==> config.mk <==
export PLATFORM = sky130hd
export DESIGN_NAME = bp_top
export DESIGN_NICKNAME = d
export VERILOG_FILES = /design/src/verilog/bp_pkg.sv /design/src/verilog/bp_update_if.sv /design/src/verilog/bht.sv /design/src/verilog/btb.sv /design/src/verilog/branch_predictor.sv /design/src/verilog/bp_top.sv
export SDC_FILE = /design/constraint.sdc
export NUM_CORES = 2
export LEC_CHECK = 0
export ABC_AREA = 1
export BUFFER_PORTS_ARGS = -buffer_cell sky130_fd_sc_hd__buf_4
export CORE_MARGIN = 2
export CORE_UTILIZATION = 30
export CTS_CLUSTER_SIZE = 16
export DETAILED_ROUTE_END_ITERATION = 6
export PLACE_DENSITY = 0.47
export REMOVE_ABC_BUFFERS = 1
export SLEW_MARGIN = 10
export SYNTH_ARGS = -nofsm -noshare
export SYNTH_HDL_FRONTEND = slang
export SYNTH_SLANG_ARGS = --single-unit
==> constraint.sdc <==
create_clock -name clk -period 5.54 [get_ports clk]
set_input_delay 0.554 -clock clk [delete_from_list [all_inputs] [get_ports clk]]
set_output_delay 0.554 -clock clk [all_outputs]
set_load 0.005 [all_outputs]
==> src/verilog/bp_pkg.sv <==
package bp_pkg;

// word-aligned virtual address, bits 1:0 are always zero
typedef logic [31:0] virt_t;

typedef enum logic [1:0] {
	ControlFlow_None,
	ControlFlow_Branch,
	ControlFlow_Jump,
	ControlFlow_JumpReg
} cf_t;

// 2-bit saturating counter, msb set means taken
typedef logic [1:0] counter_t;

// default total entries, half of them in each bank
localparam int BP_ENTRIES = 64;

localparam int ICACHE_LINE_BYTES = 32;
localparam int ICACHE_OFFSET_BITS = $clog2(ICACHE_LINE_BYTES);

// weakly not taken
localparam counter_t COUNTER_RESET = 2'b01;

// branch resolved in execute
typedef struct packed {
	logic     valid;
	virt_t    pc;
	virt_t    target;
	cf_t      cf;
	logic     taken;
	counter_t counter;
} branch_resolved_t;

// decode found a predicted word that is not control flow
typedef struct packed {
	logic  valid;
	virt_t pc;
} presolved_branch_t;

// prediction handed to fetch
typedef struct packed {
	logic     valid;
	virt_t    target;
	cf_t      cf;
	logic     taken;
	counter_t counter;
} branch_predict_t;

// read-out of one btb slot
typedef struct packed {
	cf_t   cf;
	virt_t target;
} btb_predict_t;

endpackage

==> src/verilog/bp_update_if.sv <==
`timescale 1ns/1ns

interface bp_update_if import bp_pkg::*; ();

// separate strobes for the two tables, shared payload
logic     btb_valid;
logic     bht_valid;
virt_t    pc;
virt_t    target;
cf_t      cf;
logic     taken;
counter_t counter;

modport source (
	output btb_valid, bht_valid, pc, target, cf, taken, counter
);

// cf is seen by the bht only for checking
modport bht (
	input bht_valid, pc, cf, taken, counter
);

modport btb (
	input btb_valid, pc, target, cf
);

endinterface

==> src/verilog/bht.sv <==
`timescale 1ns/1ns

module bht import bp_pkg::*; #(
	parameter int SIZE = BP_ENTRIES
)(
	input  logic           clk,
	input  logic           rst,

	// fetch address, read every cycle
	input  virt_t          vaddr,

	// counter write-back from resolved branches
	bp_update_if.bht       upd,

	// one counter per slot, valid one cycle after vaddr
	output counter_t [1:0] predict
);

localparam int BANK_ENTRIES = SIZE / 2;
localparam int IDX_W = $clog2(BANK_ENTRIES);

counter_t cnt_mem [2][BANK_ENTRIES];

logic [IDX_W-1:0] rd_idx;
logic [IDX_W-1:0] wr_idx;
logic             wr_bank;
counter_t         wr_cnt;

// reset sweep state
logic [IDX_W-1:0] clr_idx;
logic             clr_busy;

// bank is picked by pc[2], the index sits right above it
assign rd_idx  = vaddr[IDX_W + 2 : 3];
assign wr_idx  = upd.pc[IDX_W + 2 : 3];
assign wr_bank = upd.pc[2];

// saturating step of the counter that was predicted with
always_comb begin
	wr_cnt = upd.counter;
	if (upd.taken) begin
		if (upd.counter != 2'b11) begin
			wr_cnt = upd.counter + 2'd1;
		end
	end else begin
		if (upd.counter != 2'b00) begin
			wr_cnt = upd.counter - 2'd1;
		end
	end
end

// one entry per bank is cleared each cycle until the whole table is done
always_ff @(posedge clk) begin
	if (rst) begin
		clr_idx  <= '0;
		clr_busy <= 1'b1;
	end else if (clr_busy) begin
		clr_idx <= clr_idx + 1'b1;
		if (&clr_idx) begin
			clr_busy <= 1'b0;
		end
	end
end

always_ff @(posedge clk) begin
	if (clr_busy) begin
		cnt_mem[0][clr_idx] <= COUNTER_RESET;
		cnt_mem[1][clr_idx] <= COUNTER_RESET;
	end else if (upd.bht_valid) begin
		cnt_mem[wr_bank][wr_idx] <= wr_cnt;
	end
end

// registered read, a write in the same cycle is not visible yet
always_ff @(posedge clk) begin
	predict[0] <= cnt_mem[0][rd_idx];
	predict[1] <= cnt_mem[1][rd_idx];
end

// only conditional branches carry a direction worth counting
assert property (@(posedge clk) disable iff (rst)
	upd.bht_valid |-> upd.cf == ControlFlow_Branch)
	else $error("bht written for a non-branch cf %0d", upd.cf);

endmodule

==> src/verilog/btb.sv <==
`timescale 1ns/1ns

module btb import bp_pkg::*; #(
	parameter int SIZE = BP_ENTRIES
)(
	input  logic               clk,
	input  logic               rst,

	// fetch address, read every cycle
	input  virt_t              vaddr,

	// decode-time misprediction, drops the entry
	input  presolved_branch_t  presolved_branch,

	// training from resolved control flow
	bp_update_if.btb           upd,

	// one entry per slot, valid one cycle after vaddr
	output btb_predict_t [1:0] predict
);

localparam int BANK_ENTRIES = SIZE / 2;
localparam int IDX_W = $clog2(BANK_ENTRIES);
localparam int TAG_W = 32 - IDX_W - 3;

typedef logic [TAG_W-1:0] tag_t;

// entry storage, only the valid bits are cleared on reset
logic [BANK_ENTRIES-1:0] ent_valid [2];
tag_t                    ent_tag [2][BANK_ENTRIES];
virt_t                   ent_target [2][BANK_ENTRIES];
cf_t                     ent_cf [2][BANK_ENTRIES];

logic [IDX_W-1:0] rd_idx;
tag_t             rd_tag_in;
logic [IDX_W-1:0] wr_idx;
tag_t             wr_tag;
logic             wr_bank;
logic [IDX_W-1:0] inv_idx;
logic             inv_bank;

// registered read-out, tag compare happens afterwards
logic [1:0] rd_valid;
tag_t       rd_tag [2];
virt_t      rd_target [2];
cf_t        rd_cf [2];
tag_t       req_tag;

assign rd_idx    = vaddr[IDX_W + 2 : 3];
assign rd_tag_in = vaddr[31 : IDX_W + 3];
assign wr_idx    = upd.pc[IDX_W + 2 : 3];
assign wr_tag    = upd.pc[31 : IDX_W + 3];
assign wr_bank   = upd.pc[2];
assign inv_idx   = presolved_branch.pc[IDX_W + 2 : 3];
assign inv_bank  = presolved_branch.pc[2];

// training comes last so it wins over a clear of the same entry
always_ff @(posedge clk) begin
	if (rst) begin
		ent_valid[0] <= '0;
		ent_valid[1] <= '0;
	end else begin
		if (presolved_branch.valid) begin
			ent_valid[inv_bank][inv_idx] <= 1'b0;
		end
		if (upd.btb_valid) begin
			ent_valid[wr_bank][wr_idx] <= 1'b1;
		end
	end
end

always_ff @(posedge clk) begin
	if (upd.btb_valid) begin
		ent_tag[wr_bank][wr_idx]    <= wr_tag;
		ent_target[wr_bank][wr_idx] <= upd.target;
		ent_cf[wr_bank][wr_idx]     <= upd.cf;
	end
end

always_ff @(posedge clk) begin
	if (rst) begin
		rd_valid <= '0;
	end else begin
		rd_valid[0] <= ent_valid[0][rd_idx];
		rd_valid[1] <= ent_valid[1][rd_idx];
	end
end

always_ff @(posedge clk) begin
	req_tag <= rd_tag_in;
	for (int b = 0; b < 2; b++) begin
		rd_tag[b]    <= ent_tag[b][rd_idx];
		rd_target[b] <= ent_target[b][rd_idx];
		rd_cf[b]     <= ent_cf[b][rd_idx];
	end
end

// a miss or an empty entry looks like no control flow
always_comb begin
	for (int b = 0; b < 2; b++) begin
		predict[b].target = rd_target[b];
		if (rd_valid[b] && rd_tag[b] == req_tag) begin
			predict[b].cf = rd_cf[b];
		end else begin
			predict[b].cf = ControlFlow_None;
		end
	end
end

// execute only resolves real control flow, None would look like a miss
assert property (@(posedge clk) disable iff (rst)
	upd.btb_valid |-> upd.cf != ControlFlow_None)
	else $error("btb trained with cf None");

endmodule

==> src/verilog/branch_predictor.sv <==
`timescale 1ns/1ns

module branch_predictor import bp_pkg::*; #(
	parameter int SIZE = BP_ENTRIES
)(
	input  logic              clk,
	input  logic              rst,
	input  logic              stall,
	input  logic              flush,

	// fetch pc of this cycle and of the one before
	input  virt_t             pc_cur,
	input  virt_t             pc_prev,

	// training from execute
	input  branch_resolved_t  resolved_branch,

	// invalidation from decode
	input  presolved_branch_t presolved_branch,

	// prediction for the pair fetched one cycle earlier
	output branch_predict_t   prediction,
	output logic [1:0]        prediction_sel
);

bp_update_if upd ();

// table read-outs, live and held over a stall
counter_t [1:0]     bht_rd;
counter_t [1:0]     bht_hold;
counter_t [1:0]     bht_eff;
btb_predict_t [1:0] btb_rd;
btb_predict_t [1:0] btb_hold;
btb_predict_t [1:0] btb_eff;

logic         pipe_flush;
logic         pipe_stall;
logic         sel;
logic         line_end;
btb_predict_t btb_sel;
counter_t     bht_sel;

// copy of the last read-out taken while fetch was moving
always_ff @(posedge clk) begin
	if (!pipe_stall) begin
		bht_hold <= bht_rd;
		btb_hold <= btb_rd;
	end
end

always_ff @(posedge clk) begin
	if (rst) begin
		pipe_flush <= 1'b0;
		pipe_stall <= 1'b0;
	end else begin
		pipe_stall <= stall;
		if (!stall) begin
			pipe_flush <= flush;
		end
	end
end

// held copy covers the stall and the first cycle after it
assign bht_eff = pipe_stall ? bht_hold : bht_rd;
assign btb_eff = pipe_stall ? btb_hold : btb_rd;

// odd word fetched: only slot 1 belongs to this fetch
always_comb begin
	if (pc_prev[2]) begin
		sel = 1'b1;
	end else begin
		sel = btb_eff[0].cf == ControlFlow_None;
	end
end

assign btb_sel        = btb_eff[sel];
assign bht_sel        = bht_eff[sel];
assign prediction_sel = sel ? 2'b10 : 2'b01;

// last word of the line, its delay slot lives in the next line
assign line_end = &pc_prev[ICACHE_OFFSET_BITS - 1 : 2];

always_comb begin
	prediction.valid   = btb_sel.cf != ControlFlow_None;
	prediction.target  = btb_sel.target;
	prediction.cf      = btb_sel.cf;
	prediction.counter = bht_sel;
	// jumps are always taken
	if (btb_sel.cf == ControlFlow_Branch) begin
		prediction.taken = bht_sel[1];
	end else begin
		prediction.taken = 1'b1;
	end
	if (line_end || pipe_flush) begin
		prediction.valid = 1'b0;
	end
end

// every resolved control flow trains the btb
assign upd.btb_valid = resolved_branch.valid;
// only conditional branches train the counters
assign upd.bht_valid = resolved_branch.valid && resolved_branch.cf == ControlFlow_Branch;
assign upd.pc        = resolved_branch.pc;
assign upd.target    = resolved_branch.target;
assign upd.cf        = resolved_branch.cf;
assign upd.taken     = resolved_branch.taken;
assign upd.counter   = resolved_branch.counter;

bht #(
	.SIZE ( SIZE )
) u_bht (
	.clk,
	.rst,
	.vaddr   ( pc_cur ),
	.upd     ( upd    ),
	.predict ( bht_rd )
);

btb #(
	.SIZE ( SIZE )
) u_btb (
	.clk,
	.rst,
	.vaddr            ( pc_cur           ),
	.presolved_branch ( presolved_branch ),
	.upd              ( upd              ),
	.predict          ( btb_rd           )
);

assert property (@(posedge clk) disable iff (rst) $onehot(prediction_sel))
	else $error("prediction_sel not one-hot: %b", prediction_sel);

endmodule

==> src/verilog/bp_top.sv <==
`timescale 1ns/1ns

module bp_top import bp_pkg::*; (
	input  logic       clk,
	input  logic       rst,
	input  logic       stall,
	input  logic       flush,
	input  virt_t      pc_cur,
	input  virt_t      pc_prev,

	// resolved branch from execute
	input  logic       res_valid,
	input  virt_t      res_pc,
	input  virt_t      res_target,
	input  cf_t        res_cf,
	input  logic       res_taken,
	input  counter_t   res_counter,

	// presolved misprediction from decode
	input  logic       pre_valid,
	input  virt_t      pre_pc,

	output logic       pred_valid,
	output virt_t      pred_target,
	output cf_t        pred_cf,
	output logic       pred_taken,
	output counter_t   pred_counter,
	output logic [1:0] pred_sel
);

branch_resolved_t  resolved;
presolved_branch_t presolved;
branch_predict_t   prediction;

assign resolved  = '{res_valid, res_pc, res_target, res_cf, res_taken, res_counter};
assign presolved = '{pre_valid, pre_pc};

assign pred_valid   = prediction.valid;
assign pred_target  = prediction.target;
assign pred_cf      = prediction.cf;
assign pred_taken   = prediction.taken;
assign pred_counter = prediction.counter;

branch_predictor #(
	.SIZE ( BP_ENTRIES )
) u_branch_predictor (
	.clk,
	.rst,
	.stall,
	.flush,
	.pc_cur,
	.pc_prev,
	.resolved_branch  ( resolved   ),
	.presolved_branch ( presolved  ),
	.prediction       ( prediction ),
	.prediction_sel   ( pred_sel   )
);

endmodule

==> results.txt <==
The combinational family with the most area after synthesis is compound AO/OA/AOI/OAI gates. The floorplan step defined a die boundary enclosing 542000 µm². The clock slew at the register clock pins of the worst setup and hold paths is 0.06 ns. The share of the core filled with cells in the final layout came out at 34.92%.

The net count of the finished layout came out at 12980. The final hold violation count is 0. The count of cells along the worst hold path is 1.

The slew at the pin with the worst max-slew slack is 1.262 ns. Summed over all cells, the static leakage comes to 0.05965 µW. The insertion delay to the later sink of the worst-skew pair is 1.05 ns. Measured against its own limit, the worst slew margin works out to 15.89%. The remaining antenna violation count came out at 0. The worst hold path begins at res_pc[15]. The initialized floorplan defines 268 standard-cell rows. The ratio of routed vias to standard cells came out at 5.267. Before antenna repair, the detailed router went through 6 iterations. The wire length after detailed routing came out at 560.2 mm. The initial antenna violation count came to 59. The core region is 533500 µm². The number of placed instances with taps included is 19440.

After synthesis the netlist holds a flip-flop and latch count of 4130. The number of different library cells used by synthesis comes to 42. The number of buffers inserted during clock tree synthesis is 439. Of the synthesized area, sequential elements account for 74.90%. STA classifies the critical path startpoint as a flip-flop. The setup check on the worst reg-to-reg path leaves a slack of 3.46 ns. Measured in cells, the most critical reg-to-reg path has a length of 5. The layout has 52270 filler cells.

The die is 736.2 µm tall. sky130_fd_sc_hd__edfxtp_1 is the most common cell in the netlist. The number of levels in the clock H-tree is 5. The number of warnings reported in the yosys synthesis log is 0.

The tree is rooted in a sky130_fd_sc_hd__clkbuf_16. The number of global-route vias before repair is 102100. Summed over all instances, the cell type with the most area after synthesis is sky130_fd_sc_hd__edfxtp_1. The endpoint arrival time on the critical path came out at 4.68 ns.

The synthesized netlist devotes 0.03889% of its cell area to adder and majority cells. Synthesis produced 12750 cells. The flow ran to the end, and the final reports show no timing, DRC or antenna violations. The width of the die came out at 736.2 µm. The area fraction in and, or, nand and nor cells after synthesis came out at 8.912%.

The power density over the cells is 364.7 nW/µm². Once layout is complete, the cells apart from fillers number 20360. The clock period minus final worst setup slack came out at 5.238 ns.

The worst-case vdd ir drop is 0.3095 mV. The clock passes through at most 4 buffers. The share of cell area taken by muxes after synthesis is 0%.

The fraction of the mapped netlist area in compound gates is 13.17%. Setup repair after global routing left no endpoint under its margin. The maximum clock rate came out at 0.1909 GHz.

In the final routed layout, each cell accounts on average for 27.52 µm. The endpoint identified for the worst register-to-register timing path is u_branch_predictor.u_bht.cnt_mem[1][7]. The count of input and output buffers is 150. The largest net degree at the start of global routing came out at 196. Setup violations remaining at the end of the flow were counted as 0.

The first-pass GRT wire length is 784.8 mm. The class of the tightest hold or removal check is in -> reg. The synthesized area per cell is 12.62 µm².

For the worst setup path, the data required time is 4.99 ns. The detailed router's first-iteration violation count came out at 11460. By count the netlist is led by 3776 x sky130_fd_sc_hd__edfxtp_1, 2575 x sky130_fd_sc_hd__nor2_1, 2251 x sky130_fd_sc_hd__o21ai_0, 944 x sky130_fd_sc_hd__o22ai_1, 922 x sky130_fd_sc_hd__nand2_1. The total via count after detailed routing is 107200.

The number of remaining DRC errors came out at 0. In this run the critical register-to-register path is launched from u_branch_predictor.u_bht.clr_busy. The total routing usage reported by global routing is 19.94%. The fraction of registers with async set or reset after synthesis came out at 0%. The maximum fanout along the worst path came out at 22.

The count of boundary I/O pins came out at 211. The placed wire-length estimate is 285.5 mm. The reported max-cap violation count is 0. The final number of max-transition violations came to 0. TritonCTS built the clock tree. The CTS sink count is 4130.

The synthesized area is 160900 µm². The most used flip-flop cell after synthesis is sky130_fd_sc_hd__edfxtp_1. The starting density of the core came out at 30.15%. Routability-driven placement finished with a final weighted congestion of 0.7775. The worst min-delay path endpoint is u_branch_predictor.u_btb.ent_tag[0][631]. The area fraction of the dominant cell type after synthesis is 70.49%. The area added between synthesis and finish is 15.81%. The critical setup path kind is reg -> out. The worst setup path is captured at an output pin.

The worst setup skew after layout is 0.05897 ns. After layout, the worst path uses 94.55% of the clock period. The post-route netlist has 8.943% of its cells at a drive strength greater than 1. The post-synthesis xor/xnor area fraction is 0.07623%. The count of flip-flops with a built-in enable after synthesis is 3776.

The leftover overflow at the end of global routing is 0. By area the synthesized netlist is led by sky130_fd_sc_hd__edfxtp_1 70%, sky130_fd_sc_hd__o21ai_0 7.0%, sky130_fd_sc_hd__nor2_1 6.0%.
==> routing by layer <==
layer,global-route usage [%],vias to the layer above,share of wire (%)
met5,0,-,0.026
met4,5.160,20,2.6
met3,2.643,765,6.2
met2,32.19,3601,46
met1,28.33,55560,45
li1,-,47270,-
==> cell usage in the layout (no fill, tap or decap), types with 209 or more instances in the layout <==
cell type / instances
sky130_fd_sc_hd__edfxtp_1: 3776
sky130_fd_sc_hd__nor2_1: 2510
sky130_fd_sc_hd__nand2_1: 922
sky130_fd_sc_hd__o22ai_1: 944
sky130_fd_sc_hd__clkbuf_16: 441
sky130_fd_sc_hd__o21ai_0: 2251
sky130_fd_sc_hd__buf_4: 342
sky130_fd_sc_hd__o221ai_1: 209
sky130_fd_sc_hd__o21ai_1: 261
sky130_fd_sc_hd__dfxtp_1: 353
==> worst max-delay path: stages, from the launching register on <==
cell and delay, ns:
sky130_fd_sc_hd__dfxtp_1 0.29, sky130_fd_sc_hd__inv_1 0.09, sky130_fd_sc_hd__nor2_1 0.05, sky130_fd_sc_hd__nor2_1 0.08
sky130_fd_sc_hd__nand2_1 0.06, sky130_fd_sc_hd__nor2_1 0.19, sky130_fd_sc_hd__nand2_1 0.12, sky130_fd_sc_hd__nor2_1 0.26
sky130_fd_sc_hd__nand3_1 0.12, sky130_fd_sc_hd__nand2_1 0.10, sky130_fd_sc_hd__nand2_1 0.15, sky130_fd_sc_hd__nand2_4 0.64
sky130_fd_sc_hd__clkinv_4 0.69, sky130_fd_sc_hd__buf_4 0.44, sky130_fd_sc_hd__nand2_1 0.08, sky130_fd_sc_hd__nand2_1 0.06
sky130_fd_sc_hd__buf_4 0.13
==> worst max path at each step <==
stage | from | endpoint | slack (ns) | cells past startpoint
3_5_place_dp | u_branch_predictor.u_btb.req_tag[0] | pred_target[29] | 0.84 | 15
6_report | u_branch_predictor.u_btb.req_tag[23] | pred_target[29] | 0.30 | 16
3_3_place_gp | u_branch_predictor.u_btb.req_tag[23] | pred_target[29] | 0.79 | 16
2_1_floorplan | pc_cur[3] | u_branch_predictor.u_btb.rd_target[0][32] | -4.42 | 9
5_1_grt | u_branch_predictor.u_btb.req_tag[5] | pred_target[1] | 0.11 | 17
4_1_cts | u_branch_predictor.u_btb.req_tag[0] | pred_target[29] | 0.21 | 15
==> registers in the layout, summed over array words and instances, names as in the netlist, 24 cells and up <==
register / cells
u_branch_predictor.u_btb.req_tag: 24
u_branch_predictor.u_bht.cnt_mem: 128
u_branch_predictor.u_btb.ent_cf: 128
u_branch_predictor.u_btb.ent_tag: 1536
u_branch_predictor.u_btb.ent_valid: 64
u_branch_predictor.u_btb.rd_target: 64
u_branch_predictor.u_btb.rd_tag: 48
u_branch_predictor.btb_hold: 68
u_branch_predictor.u_btb.ent_target: 2048
==> through the flow <==
step	setup TNS, ns	setup slack (ns)	hold WS [ns]	total power (µW)	instance area [µm²]
4_1_cts	0	0.2125	0.00005146	68510	186200
6_report	0	0.3019	0.06499	67930	186300
3_5_place_dp	0	0.8409	0.4301	39200	171200
2_1_floorplan	-518.68	-4.423	0.4161	37110	156700
5_1_grt	0	0.1108	0.05988	70070	186300
3_3_place_gp	0	0.7923	0.4295	39200	171200
==> cell type report <==
cell class / instances / area (µm²) / share of cell area [%]
repair buffers: 539 / 5717 / 3.069
clock buffers: 592 / 11950 / 6.416
diodes: 16 / 40.04 / 0.02149
inverters: 145 / 603.1 / 0.3237
multi-input cells: 7545 / 36220 / 19.44
clock inverters: 233 / 2323 / 1.247
flip-flops and latches: 4130 / 120500 / 64.67
well taps: 7155 / 8952 / 4.806
==> cell families (layout without fill, tap and decap cells) <==
family	after synthesis	in the layout
other	0	16
DFF	4130	4130
and+or+nand+nor	3735	3735
buffers and inverters	1070	1509
AOI/OAI and AO/OA	3791	3791
adders and majority gates	5	5
xor gates and xnor gates	14	14
==> repair_timing <==
item / in CTS / in global routing
buffers inserted: 0 / 0
endpoints found under the hold margin: 1509 / 0
endpoints found under the setup margin: 19 / 0
hold buffers: 78 / 0
resized for setup: 1 / 0
==> power breakdown <==
group          total (µW)  switching, µW  internal (µW)
Clock               29400          12800          16600
Sequential          34500            140          34400
Combinational        4030           2960           1070
Note: power is estimated with default switching activity, not from simulation.
